===== src/itim_pkg.sv =====
package itim_pkg;

  // ~~~~~~~~~~~~~~~~~~~~~~~~~~~~~~~~~~~~~~~~~~~~~~~~~~~~~~~~~~~~~~~~~~~~~~~~~~~~
  // geometry of the direct-mapped store.
  // ~~~~~~~~~~~~~~~~~~~~~~~~~~~~~~~~~~~~~~~~~~~~~~~~~~~~~~~~~~~~~~~~~~~~~~~~~~~~
  localparam int itim_depth = 4;
  localparam int itim_width = 2;
  localparam int words_per_line = 2 ** itim_width;
  localparam int itim_lines = 2 ** itim_depth;
  localparam int line_bits = 32 * words_per_line;
  localparam int tag_bits = 32 - itim_depth - itim_width - 2;

  // cached window, top bound excluded.
  localparam logic [31:0] itim_base_addr = 32'h0000_1000;
  localparam logic [31:0] itim_top_addr = 32'h0000_2000;

  typedef struct packed {
    logic [tag_bits-1:0] tag;
    logic [itim_depth-1:0] index;
    logic [itim_width-1:0] word;
    logic [1:0] byte_off;
  } itim_addr_fields_t;

  typedef union packed {
    logic [31:0] flat;
    itim_addr_fields_t fields;
  } itim_addr_t;

  // ~~~~~~~~~~~~~~~~~~~~~~~~~~~~~~~~~~~~~~~~~~~~~~~~~~~~~~~~~~~~~~~~~~~~~~~~~~~~
  // fetch port and backing memory port.
  // ~~~~~~~~~~~~~~~~~~~~~~~~~~~~~~~~~~~~~~~~~~~~~~~~~~~~~~~~~~~~~~~~~~~~~~~~~~~~
  typedef struct packed {
    logic valid;
    logic fence;
    itim_addr_t addr;
  } fetch_req_t;

  typedef struct packed {
    logic ready;
    logic [31:0] rdata;
  } fetch_rsp_t;

  typedef struct packed {
    logic valid;
    logic [31:0] addr;
  } imem_req_t;

  typedef struct packed {
    logic ready;
    logic [31:0] rdata;
  } imem_rsp_t;

  // ~~~~~~~~~~~~~~~~~~~~~~~~~~~~~~~~~~~~~~~~~~~~~~~~~~~~~~~~~~~~~~~~~~~~~~~~~~~~
  // array write ports and the controller to fill engine link.
  // ~~~~~~~~~~~~~~~~~~~~~~~~~~~~~~~~~~~~~~~~~~~~~~~~~~~~~~~~~~~~~~~~~~~~~~~~~~~~
  typedef struct packed {
    logic wen;
    logic [itim_depth-1:0] waddr;
    logic [tag_bits-1:0] wdata;
  } tag_wr_t;

  typedef struct packed {
    logic wen;
    logic [itim_depth-1:0] waddr;
    logic [line_bits-1:0] wdata;
  } line_wr_t;

  typedef struct packed {
    logic wen;
    logic [itim_depth-1:0] waddr;
    logic [0:0] wdata;
  } lock_wr_t;

  // line set fetches a whole line, otherwise a single word.
  typedef struct packed {
    logic start;
    logic line;
    logic [31:0] addr;
  } fill_cmd_t;

  typedef struct packed {
    logic done;
    logic [31:0] word;
    logic [line_bits-1:0] line;
  } fill_rsp_t;

endpackage


===== src/itim.sv =====
`timescale 1ns/100ps

module itim
  import itim_pkg::*;
(
  input  logic       clk,
  input  logic       rst,
  input  fetch_req_t fetch_req,
  output fetch_rsp_t fetch_rsp,
  output imem_req_t  imem_req,
  input  imem_rsp_t  imem_rsp
);

  tag_wr_t tag_wr;
  line_wr_t line_wr;
  lock_wr_t lock_wr;
  logic [itim_depth-1:0] rd_index;
  logic [tag_bits-1:0] tag_rd;
  logic [line_bits-1:0] line_rd;
  logic lock_rd;
  fill_cmd_t fill_cmd;
  fill_rsp_t fill_rsp;

  itim_ctrl i_ctrl (
    .clk       (clk),
    .rst       (rst),
    .fetch_req (fetch_req),
    .fetch_rsp (fetch_rsp),
    .tag_wr    (tag_wr),
    .line_wr   (line_wr),
    .lock_wr   (lock_wr),
    .rd_index  (rd_index),
    .tag_rd    (tag_rd),
    .line_rd   (line_rd),
    .lock_rd   (lock_rd),
    .fill_cmd  (fill_cmd),
    .fill_rsp  (fill_rsp)
  );

  itim_fill i_fill (
    .clk      (clk),
    .rst      (rst),
    .cmd      (fill_cmd),
    .rsp      (fill_rsp),
    .imem_req (imem_req),
    .imem_rsp (imem_rsp)
  );

  // tag, line and lock stores.
  itim_ram #(.data_width(tag_bits), .wr_t(tag_wr_t)) i_tag (
    .clk   (clk),
    .wr    (tag_wr),
    .raddr (rd_index),
    .rdata (tag_rd)
  );

  itim_ram #(.data_width(line_bits), .wr_t(line_wr_t)) i_line (
    .clk   (clk),
    .wr    (line_wr),
    .raddr (rd_index),
    .rdata (line_rd)
  );

  itim_ram #(.data_width(1), .wr_t(lock_wr_t)) i_lock (
    .clk   (clk),
    .wr    (lock_wr),
    .raddr (rd_index),
    .rdata (lock_rd)
  );

endmodule


===== src/itim_ctrl.sv =====
`timescale 1ns/100ps

module itim_ctrl
  import itim_pkg::*;
(
  input  logic                  clk,
  input  logic                  rst,
  input  fetch_req_t            fetch_req,
  output fetch_rsp_t            fetch_rsp,
  output tag_wr_t               tag_wr,
  output line_wr_t              line_wr,
  output lock_wr_t              lock_wr,
  output logic [itim_depth-1:0] rd_index,
  input  logic [tag_bits-1:0]   tag_rd,
  input  logic [line_bits-1:0]  line_rd,
  input  logic                  lock_rd,
  output fill_cmd_t             fill_cmd,
  input  fill_rsp_t             fill_rsp
);

  typedef enum logic [2:0] {
    st_lookup,
    st_miss,
    st_load,
    st_update,
    st_fence
  } state_t;

  state_t state;
  state_t state_n;

  // front register, valid marks a fetch and fence a fence request.
  fetch_req_t front;

  logic [itim_depth-1:0] fence_idx;
  logic fence_step;
  logic [line_bits-1:0] line_q;
  logic in_window;
  logic take_fetch;

  // ~~~~~~~~~~~~~~~~~~~~~~~~~~~~~~~~~~~~~~~~~~~~~~~~~~~~~~~~~~~~~~~~~~~~~~~~~~~~
  // front stage.
  // ~~~~~~~~~~~~~~~~~~~~~~~~~~~~~~~~~~~~~~~~~~~~~~~~~~~~~~~~~~~~~~~~~~~~~~~~~~~~
  assign take_fetch = fetch_req.valid & ~fetch_req.fence;

  // arrays are read with the index of the request being captured.
  assign rd_index = take_fetch ? fetch_req.addr.fields.index : front.addr.fields.index;

  always_ff @(posedge clk) begin
    if (!rst) begin
      front <= '0;
    end else begin
      front.valid <= take_fetch;
      front.fence <= fetch_req.valid & fetch_req.fence;
      if (take_fetch) begin
        front.addr <= fetch_req.addr;
      end
    end
  end

  assign in_window = (front.addr.flat >= itim_base_addr) &&
                     (front.addr.flat < itim_top_addr);

  // ~~~~~~~~~~~~~~~~~~~~~~~~~~~~~~~~~~~~~~~~~~~~~~~~~~~~~~~~~~~~~~~~~~~~~~~~~~~~
  // state machine.
  // ~~~~~~~~~~~~~~~~~~~~~~~~~~~~~~~~~~~~~~~~~~~~~~~~~~~~~~~~~~~~~~~~~~~~~~~~~~~~
  always_comb begin
    state_n = state;
    fetch_rsp = '0;
    fill_cmd = '0;
    fence_step = 1'b0;

    tag_wr.wen = 1'b0;
    tag_wr.waddr = front.addr.fields.index;
    tag_wr.wdata = front.addr.fields.tag;
    line_wr.wen = 1'b0;
    line_wr.waddr = front.addr.fields.index;
    line_wr.wdata = line_q;
    lock_wr.wen = 1'b0;
    lock_wr.waddr = front.addr.fields.index;
    lock_wr.wdata = 1'b1;

    case (state)
      st_lookup: begin
        if (front.fence) begin
          // line zero is cleared here, the rest in the fence state.
          lock_wr.wen = 1'b1;
          lock_wr.waddr = fence_idx;
          lock_wr.wdata = 1'b0;
          fence_step = 1'b1;
          state_n = st_fence;
        end else if (front.valid) begin
          if (!in_window) begin
            fill_cmd.start = 1'b1;
            fill_cmd.line = 1'b0;
            fill_cmd.addr = front.addr.flat;
            state_n = st_load;
          end else if (!lock_rd || (tag_rd != front.addr.fields.tag)) begin
            fill_cmd.start = 1'b1;
            fill_cmd.line = 1'b1;
            fill_cmd.addr = front.addr.flat;
            state_n = st_miss;
          end else begin
            fetch_rsp.ready = 1'b1;
            fetch_rsp.rdata = line_rd[32*front.addr.fields.word +: 32];
          end
        end
      end
      st_miss: begin
        if (fill_rsp.done) begin
          state_n = st_update;
        end
      end
      st_load: begin
        fetch_rsp.ready = fill_rsp.done;
        fetch_rsp.rdata = fill_rsp.word;
        if (fill_rsp.done) begin
          state_n = st_lookup;
        end
      end
      st_update: begin
        tag_wr.wen = 1'b1;
        line_wr.wen = 1'b1;
        lock_wr.wen = 1'b1;
        fetch_rsp.ready = 1'b1;
        fetch_rsp.rdata = line_q[32*front.addr.fields.word +: 32];
        state_n = st_lookup;
      end
      st_fence: begin
        lock_wr.wen = 1'b1;
        lock_wr.waddr = fence_idx;
        lock_wr.wdata = 1'b0;
        fence_step = 1'b1;
        if (fence_idx == '1) begin
          fetch_rsp.ready = 1'b1;
          state_n = st_lookup;
        end
      end
      default: begin
        state_n = st_lookup;
      end
    endcase
  end

  // fence_idx wraps back to zero after line 15.
  always_ff @(posedge clk) begin
    if (!rst) begin
      state <= st_lookup;
      fence_idx <= '0;
    end else begin
      state <= state_n;
      if (fence_step) begin
        fence_idx <= fence_idx + 1'b1;
      end
    end
  end

  // filled line held for the update cycle.
  always_ff @(posedge clk) begin
    if ((state == st_miss) && fill_rsp.done) begin
      line_q <= fill_rsp.line;
    end
  end

endmodule


===== src/itim_fill.sv =====
`timescale 1ns/100ps

module itim_fill
  import itim_pkg::*;
(
  input  logic      clk,
  input  logic      rst,
  input  fill_cmd_t cmd,
  output fill_rsp_t rsp,
  output imem_req_t imem_req,
  input  imem_rsp_t imem_rsp
);

  logic busy;
  logic line_mode;
  logic [itim_width-1:0] cnt;
  logic [itim_width-1:0] last_cnt;
  logic [31:0] addr_q;
  logic [line_bits-1:0] line_q;
  logic [line_bits-1:0] line_c;
  logic last;

  assign last_cnt = line_mode ? itim_width'(words_per_line - 1) : '0;
  assign last = (cnt == last_cnt);

  // line buffer with the arriving word merged in.
  always_comb begin
    line_c = line_q;
    line_c[32*cnt +: 32] = imem_rsp.rdata;
  end

  always_ff @(posedge clk) begin
    if (!rst) begin
      busy <= 1'b0;
      cnt <= '0;
    end else if (!busy) begin
      if (cmd.start) begin
        busy <= 1'b1;
        cnt <= '0;
      end
    end else if (imem_rsp.ready) begin
      cnt <= cnt + 1'b1;
      if (last) begin
        busy <= 1'b0;
      end
    end
  end

  // a line fetch starts at word zero of the line.
  always_ff @(posedge clk) begin
    if (!busy && cmd.start) begin
      line_mode <= cmd.line;
      if (cmd.line) begin
        addr_q <= {cmd.addr[31:itim_width+2], {(itim_width + 2){1'b0}}};
      end else begin
        addr_q <= cmd.addr;
      end
    end else if (busy && imem_rsp.ready) begin
      addr_q <= addr_q + 32'd4;
      line_q <= line_c;
    end
  end

  assign imem_req.valid = busy;
  assign imem_req.addr = addr_q;

  // done follows the memory ready of the last word in the same cycle.
  assign rsp.done = busy & imem_rsp.ready & last;
  assign rsp.word = imem_rsp.rdata;
  assign rsp.line = line_c;

endmodule


===== src/itim_ram.sv =====
`timescale 1ns/100ps

module itim_ram
  import itim_pkg::*;
#(
  parameter int data_width = 1,
  parameter type wr_t = lock_wr_t
) (
  input  logic                  clk,
  input  wr_t                   wr,
  input  logic [itim_depth-1:0] raddr,
  output logic [data_width-1:0] rdata
);

  logic [data_width-1:0] mem [itim_lines] = '{default: '0};

  // a write to the line being read is forwarded, so a request taken in the
  // same cycle as an update sees the new contents.
  always_ff @(posedge clk) begin
    if (wr.wen) begin
      mem[wr.waddr] <= wr.wdata;
    end
    if (wr.wen && (wr.waddr == raddr)) begin
      rdata <= wr.wdata;
    end else begin
      rdata <= mem[raddr];
    end
  end

endmodule


===== config.mk =====
export PLATFORM = sky130hd
export DESIGN_NAME = itim
export DESIGN_NICKNAME = d
export VERILOG_FILES = /design/src/itim_pkg.sv /design/src/itim.sv /design/src/itim_ctrl.sv /design/src/itim_fill.sv /design/src/itim_ram.sv
export SDC_FILE = /design/constraint.sdc
export NUM_CORES = 2
export LEC_CHECK = 0
export ABC_CLOCK_PERIOD_IN_PS = 12100
export BUFFER_PORTS_ARGS = -buffer_cell sky130_fd_sc_hd__buf_4
export CORE_ASPECT_RATIO = 1.25
export CORE_MARGIN = 4
export CORE_UTILIZATION = 45
export CTS_CLUSTER_SIZE = 20
export DETAILED_ROUTE_END_ITERATION = 7
export GPL_TIMING_DRIVEN = 0
export PLACE_DENSITY = 0.6
export SYNTH_ARGS = -nofsm -noshare
export SYNTH_HDL_FRONTEND = slang
export SYNTH_SLANG_ARGS = --single-unit

===== constraint.sdc =====
create_clock -name clk -period 12.1 [get_ports clk]
set_clock_uncertainty 0.2 [all_clocks]
set_input_delay 1.815 -clock clk [delete_from_list [all_inputs] [get_ports clk]]
set_output_delay 1.815 -clock clk [all_outputs]
set_load 0.01 [all_outputs]

=== Word level (Yosys, flattened, before mapping) ===
Memory sizes are Yosys's and may differ from the RTL's. A register that Yosys moved wholly into a read port is not among the register bits.
Index checks and enable logic that the tools add are counted.

* Add/subtract/negate cells: 4
* Multiply operators: 0
* Div/mod/pow operators: 0
* $lt $le $gt $ge: 2
* Equal/unequal tests: 13
* Shifts and indexed selects: 4
* Multiplexer cells: 43
* Bitwise logic cells: 6
* Reduce and logical (&&, ||, !) cells: 14

{| class="wikitable"
|+ Operators with widths
! operator !! count
|-
| 128-bit by 8-bit indexed part select with 32-bit output || 2
|-
| 34-bit 2-to-1 mux || 5
|-
| 33-bit 2-to-1 mux || 4
|-
| 128-bit bitwise mux || 1
|-
| 32-bit by 34-bit variable shift with 128-bit output, first input constant || 1
|-
| 32-bit by 34-bit indexed part select with 128-bit output || 1
|-
| 32-bit case mux with 3 select lines || 1
|-
| 32-bit 2-to-1 mux || 2
|-
| 7-bit negator with 34-bit output || 1
|-
| 32-bit by 3-bit adder with 32-bit output, second input constant || 1
|-
| 32-bit by 13-bit >= comparator with 1-bit output, second input constant || 1
|-
| 32-bit by 14-bit less-than comparator with 1-bit output, second input constant || 1
|-
| 24-bit inequality test || 1
|-
| 3-bit 2-to-1 mux || 7
|-
| 3-bit case mux with 4 select lines || 1
|-
| 1-bit 2-to-1 mux || 11
|-
| 5-bit case mux with 2 select lines || 1
|-
| 2-bit 2-to-1 mux || 4
|-
| 4-bit 2-to-1 mux || 2
|-
| 3-bit by 2-bit equality test with 1-bit output, second input constant || 2
|-
| 6-bit 2-to-1 mux || 1
|-
| 2-bit by 1-bit inequality test with 1-bit output, second input constant || 3
|-
| 5-bit AND reduction || 1
|-
| 4-bit by 1-bit adder with 4-bit output, second input constant || 1
|-
| 19 further kinds || 30
|}

* Bits in registers: 333
* Latch bits: 0
* Bits in writable memories: 2448
* Memory bits (read-only): 0
* Output and inout port bits: 66
* Logic and storage cells: 100
* Memories: 3

{| class="wikitable"
|+ Memories
! name !! depth !! bits a word !! rd ports !! clocked after memory_dff !! write ports !! line !! source
|-
| i_line.mem || 16 || 128 || 1 || 1 || 1 || itim_ram.sv:15 || <nowiki>logic [data_width-1:0] mem [itim_lines] = '{default: '0};</nowiki>
|-
| i_tag.mem || 16 || 24 || 1 || 1 || 1 || itim_ram.sv:15 ||
|-
| i_lock.mem || 16 || 1 || 1 || 1 || 1 || itim_ram.sv:15 ||
|}

=== Longest topological paths before layout ===
* Word-level depth: 10
* Mapped depth: 16
* Gate-level depth less buffers: 9

=== By module ===
From an unflattened synthesis, not the netlist that was laid out.

* Cell total of the unflattened synthesis: 5260
* Area total of the unflattened synthesis: 108549.1 um^2

{| class="wikitable"
|+ Modules (own cells, without submodules)
! module !! instances !! cells each !! area each (um^2) !! seq. area each (um^2)
|-
| itim_ram at i_line || 1 || 3241 || 76848.7 || 61579.1
|-
| itim_ram at i_tag || 1 || 616 || 14530.2 || 11611.1
|-
| itim_ctrl || 1 || 609 || 8465.6 || 4664.5
|-
| itim_fill || 1 || 744 || 7898.8 || 4894.7
|-
| itim_ram at i_lock || 1 || 50 || 805.8 || 560.5
|}

=== Worst setup path after synthesis ===
No wires, ideal clock.

* Path type: reg-to-reg
* Start: register i_ctrl.state[0]
* End: memory i_line.mem[0][0] in the netlist's numbering (enable)
* Arrival time: 11.469 ns
* Required time: 11.051 ns
* Path slack: -0.418 ns
* Stages on the path, launching flop included: 5
* Buffers on the path: 1
* Period minus slack after synthesis: 12.518 ns
* Cell sequence: dfxtp_1 > clkbuf_1 > inv_1 > or4_1 > nor3_1

* Longest elaborated chain between the ends: 4

{| class="wikitable"
|+ RTL lines
! element !! line !! source
|-
| start: declaration || itim_ctrl.sv:29 || <nowiki>state_t state;</nowiki>
|-
| start signal: assignment || itim_ctrl.sv:148 || <nowiki>state <= st_lookup;</nowiki>
|-
| start signal: assignment || itim_ctrl.sv:151 || <nowiki>state <= state_n;</nowiki>
|-
| 3-bit by 2-bit equality test with 1-bit output || itim_ctrl.sv:83 || <nowiki>case (state)</nowiki>
|-
| 1-bit 2-to-1 mux || itim_ctrl.sv:83 ||
|-
| 1-bit 2-to-1 mux || itim_ram.sv:20 || <nowiki>if (wr.wen) begin</nowiki>
|-
| 1-bit 2-to-1 mux (implied by the code) || itim_ram.sv:21 || <nowiki>mem[wr.waddr] <= wr.wdata;</nowiki>
|-
| end: declaration || itim_ram.sv:15 ||
|}

No other way between the ends.

==> out/results.tsv <==
stage	metric	value	unit
run_status	status	finished clean	
pwr	leakage	39.6	nW
timing	fmax	0.104	GHz
die	fp-row-count	200	
drt	drc	0	
clocking	clkTransAtPathRegs	0.06	ns
timing	slew_violations	0	
yosys	ys_seq_area_frac	0.771	
job	maxCapViolations	0	
finish	fillers	18300	
yosys	netlist_area	108000	um^2
yosys	synth_top_area_cell	edfxtp_1	
yosys	ys.flop_type	edfxtp_1	
global_route	grt_max_degree	72	
drt	vias_per_cell	6.20	
critical_path	critical_path_class	reg -> out	
yosys	synth-async-reset-ratio	0	
yosys	synth_commonest_cells	edfxtp_1 (2,737), mux4_2 (781), nand2_1 (277)	
timing	tns	0	ns
yosys	synth.top_cell.area_share	0.762	
drt	routedWlPerCell	35.1	um
die	die-width	446	um
yosys	ys_seq_elements	2785	
global_route	grt_overflow	0	
die	dieArea	248000	um^2
clocking	cts_hold_buf	0	
critical_path	cp_max_fo	10	
timing	finalSetupViolations	0	
clocking	cts_tree	done	
drt	dr_total_vias	54900	
finish	layout-drive-gt1-share	0.287	
yosys	synthCells	4906	
clocking	cts_setup_buffers	0	
finish	final_core_util	0.528	
timing	worst_pin_slew	1.48	ns
clocking	clk_path_buf_depth	4	
yosys	ys_warn_count	0	
die	pin_count	135	
timing	finalHoldViolCount	0	
yosys	syn_nets	4982	
critical_path	worstPathRequired	10.09	ns
clocking	clkLatencyLatePin	0.86	ns
drt	antenna_left	0	
placed_design	portBuffers	134	
clocking	htree_levels	5	
clocking	numCtsBuffers	280	
critical_path	start_kind	register	
timing	fin_crit_sh	0.797	
die	initial_utilization	0.453	
critical_path	worstPathArrival	7.63	ns
timing	max_slew_margin	0.0116	
timing	worst_hold_slack	0.249	ns
global_route	grt_pass1_wl	432000	um
finish	syn2layout_area_growth	16.4	%
clocking	cts_resized	0	
placed_design	hpwlAfterDp	206000	um
yosys	synth_most_common_cell	edfxtp_1	
clocking	cts.sinks	2785	
critical_path	setup.worst_path.end_class	output port	
drt	firstDrtPassIters	5	
finish	nNetsFinal	5573	
global_route	antenna_found_initial	22	
die	die_y	555	um
yosys	synth_cell_types	65	
min_path	holdCritPathClass	reg -> reg	
timing	period_minus_slack	9.64	ns
placed_design	gp_congestion	0.804	
pwr	ir_drop	0.000126	V
die	core	238000	um^2
timing	rsz0062_at_grt	false	
yosys	synth_edf_count	2737	
drt	drt_iter0_drc	7116	
pwr	powerDensity	160	nW/um^2
yosys	synth_area_leaders	edfxtp_1 (76%), mux4_2 (16%), nand2_1 (0.96%)	
finish	multi_input_area	23200	um^2
yosys	synth_area_per_cell	22.0	um^2
clocking	cts_root_buffer	clkbuf_16	
drt	wl	311000	um
finish	ff_latch_area	83100	um^2
global_route	grt_use_total	0.250	
global_route	grt_pass1_vias	54700	
==> through the flow <==
stage	total power, W	setup slack (ns)	cells	area, um^2
2_1_floorplan	0.0114	3.67	4906	108000
3_3_place_gp	0.0118	-8.13	8171	113000
3_5_place_dp	0.0118	3.00	8345	117000
4_1_cts	0.0202	2.04	8841	126000
5_1_grt	0.0207	2.35	8848	126000
6_report	0.0201	2.46	8859	126000
==> layout by cell type, fill, tap and decap left out, drive strengths merged, types with 3 or more instances in the layout <==
cell      Yosys  layout
a22o          8       8
inv         145     156
nand2b       11      11
dfxtp        48      48
nor4          8       8
a31oi         7       7
xor2         32      32
bufinv        0      22
ha            7       7
and2          4       4
nand2       277     277
nand4        11      11
a211oi        7       7
o22ai        11      11
a21oi        50      50
xnor2        26      26
and3         12      12
or3          10      10
nor4b         5       5
clkinv        1     122
edfxtp     2737    2737
mux2         36      36
o21ai       136     136
nor3         19      19
mux2i        54      54
mux4        781     781
diode         0      17
buf         137     446
a22oi        40      40
o211ai        5       5
nand3        54      54
clkbuf      120     459
o21a          4       4
nor2         65      65
clkinvlp      0       3
nor2b         8       8
==> worst paths after layout <==
path | startpoint | end | slack (ns) | cells past startpoint
setup / recovery | register | fetch_rsp[7] | 2.46 | 17
hold / removal | i_ctrl.front[0]$_SDFFE_PN0P_ | i_ctrl.front[0]$_SDFFE_PN0P_ | 0.25 | 2
setup reg to reg | register | i_fill.addr_q[30]$_DFFE_PP_ | 5.05 | 16
hold reg to reg | i_ctrl.front[0]$_SDFFE_PN0P_ | i_ctrl.front[0]$_SDFFE_PN0P_ | 0.25 | 2
==> cell families after synthesis <==
family,Yosys count,synth area share
buf+inv,403,0.0160
fa+ha+maj,7,0.000812
xor+xnor,58,0.00471
flops,2785,0.771
compound gates,285,0.0156
mux,871,0.172
simple gates,497,0.0205
==> power breakdown <==
group / leakage [nW] / internal [W] / switching [W]
logic: 10.0 / 0.000462 / 0.000611
registers: 25.2 / 0.0105 / 0.0000387
clock network: 4.34 / 0.00486 / 0.00365
==> area by class of cell <==
cell class / count / area share
flip-flops and latches: 2785 / 0.662
multi-input cells: 1718 / 0.185
clock buffers: 339 / 0.0592
repair buffers: 309 / 0.0375
well taps: 3131 / 0.0312
clock inverters: 157 / 0.0109
plain buffers: 257 / 0.00963
inverters: 146 / 0.00440
diodes: 17 / 0.000339
==> registers in the layout, indices dropped and copies added, names as in the netlist, 4 cells and up, named ones only <==
name,cells
i_ctrl.line_wr,4
i_fill.line_q,128
i_tag.mem,384
i_ctrl.line_q,128
i_lock.mem,16
i_line.mem,2048
i_ctrl.fence_idx,4
i_ctrl.front,6
i_fill.addr_q,32
i_ctrl.tag_wr,24
==> worst max-delay path, cell delays in order (launching register included) <==
cell     delay [ns]
dfxtp_1        0.31
buf_2          0.29
buf_6          0.22
buf_4          0.28
buf_2          0.44
buf_2          0.43
mux4_2         0.38
nand2_1        0.08
nand4_1        0.10
xor2_1         0.18
nor4_1         0.87
nand3_1        0.44
nor4_4         0.89
buf_2          0.65
buf_2          0.45
nand3_1        0.15
nand2_1        0.37
buf_4          0.20
==> per-layer routing <==
layer,GRT usage,wire [um]
met3,0.0417,25500
met5,0,16
met4,0.0958,11900
met1,0.334,118000
met2,0.416,156000
(Power assumes the default switching activity.)
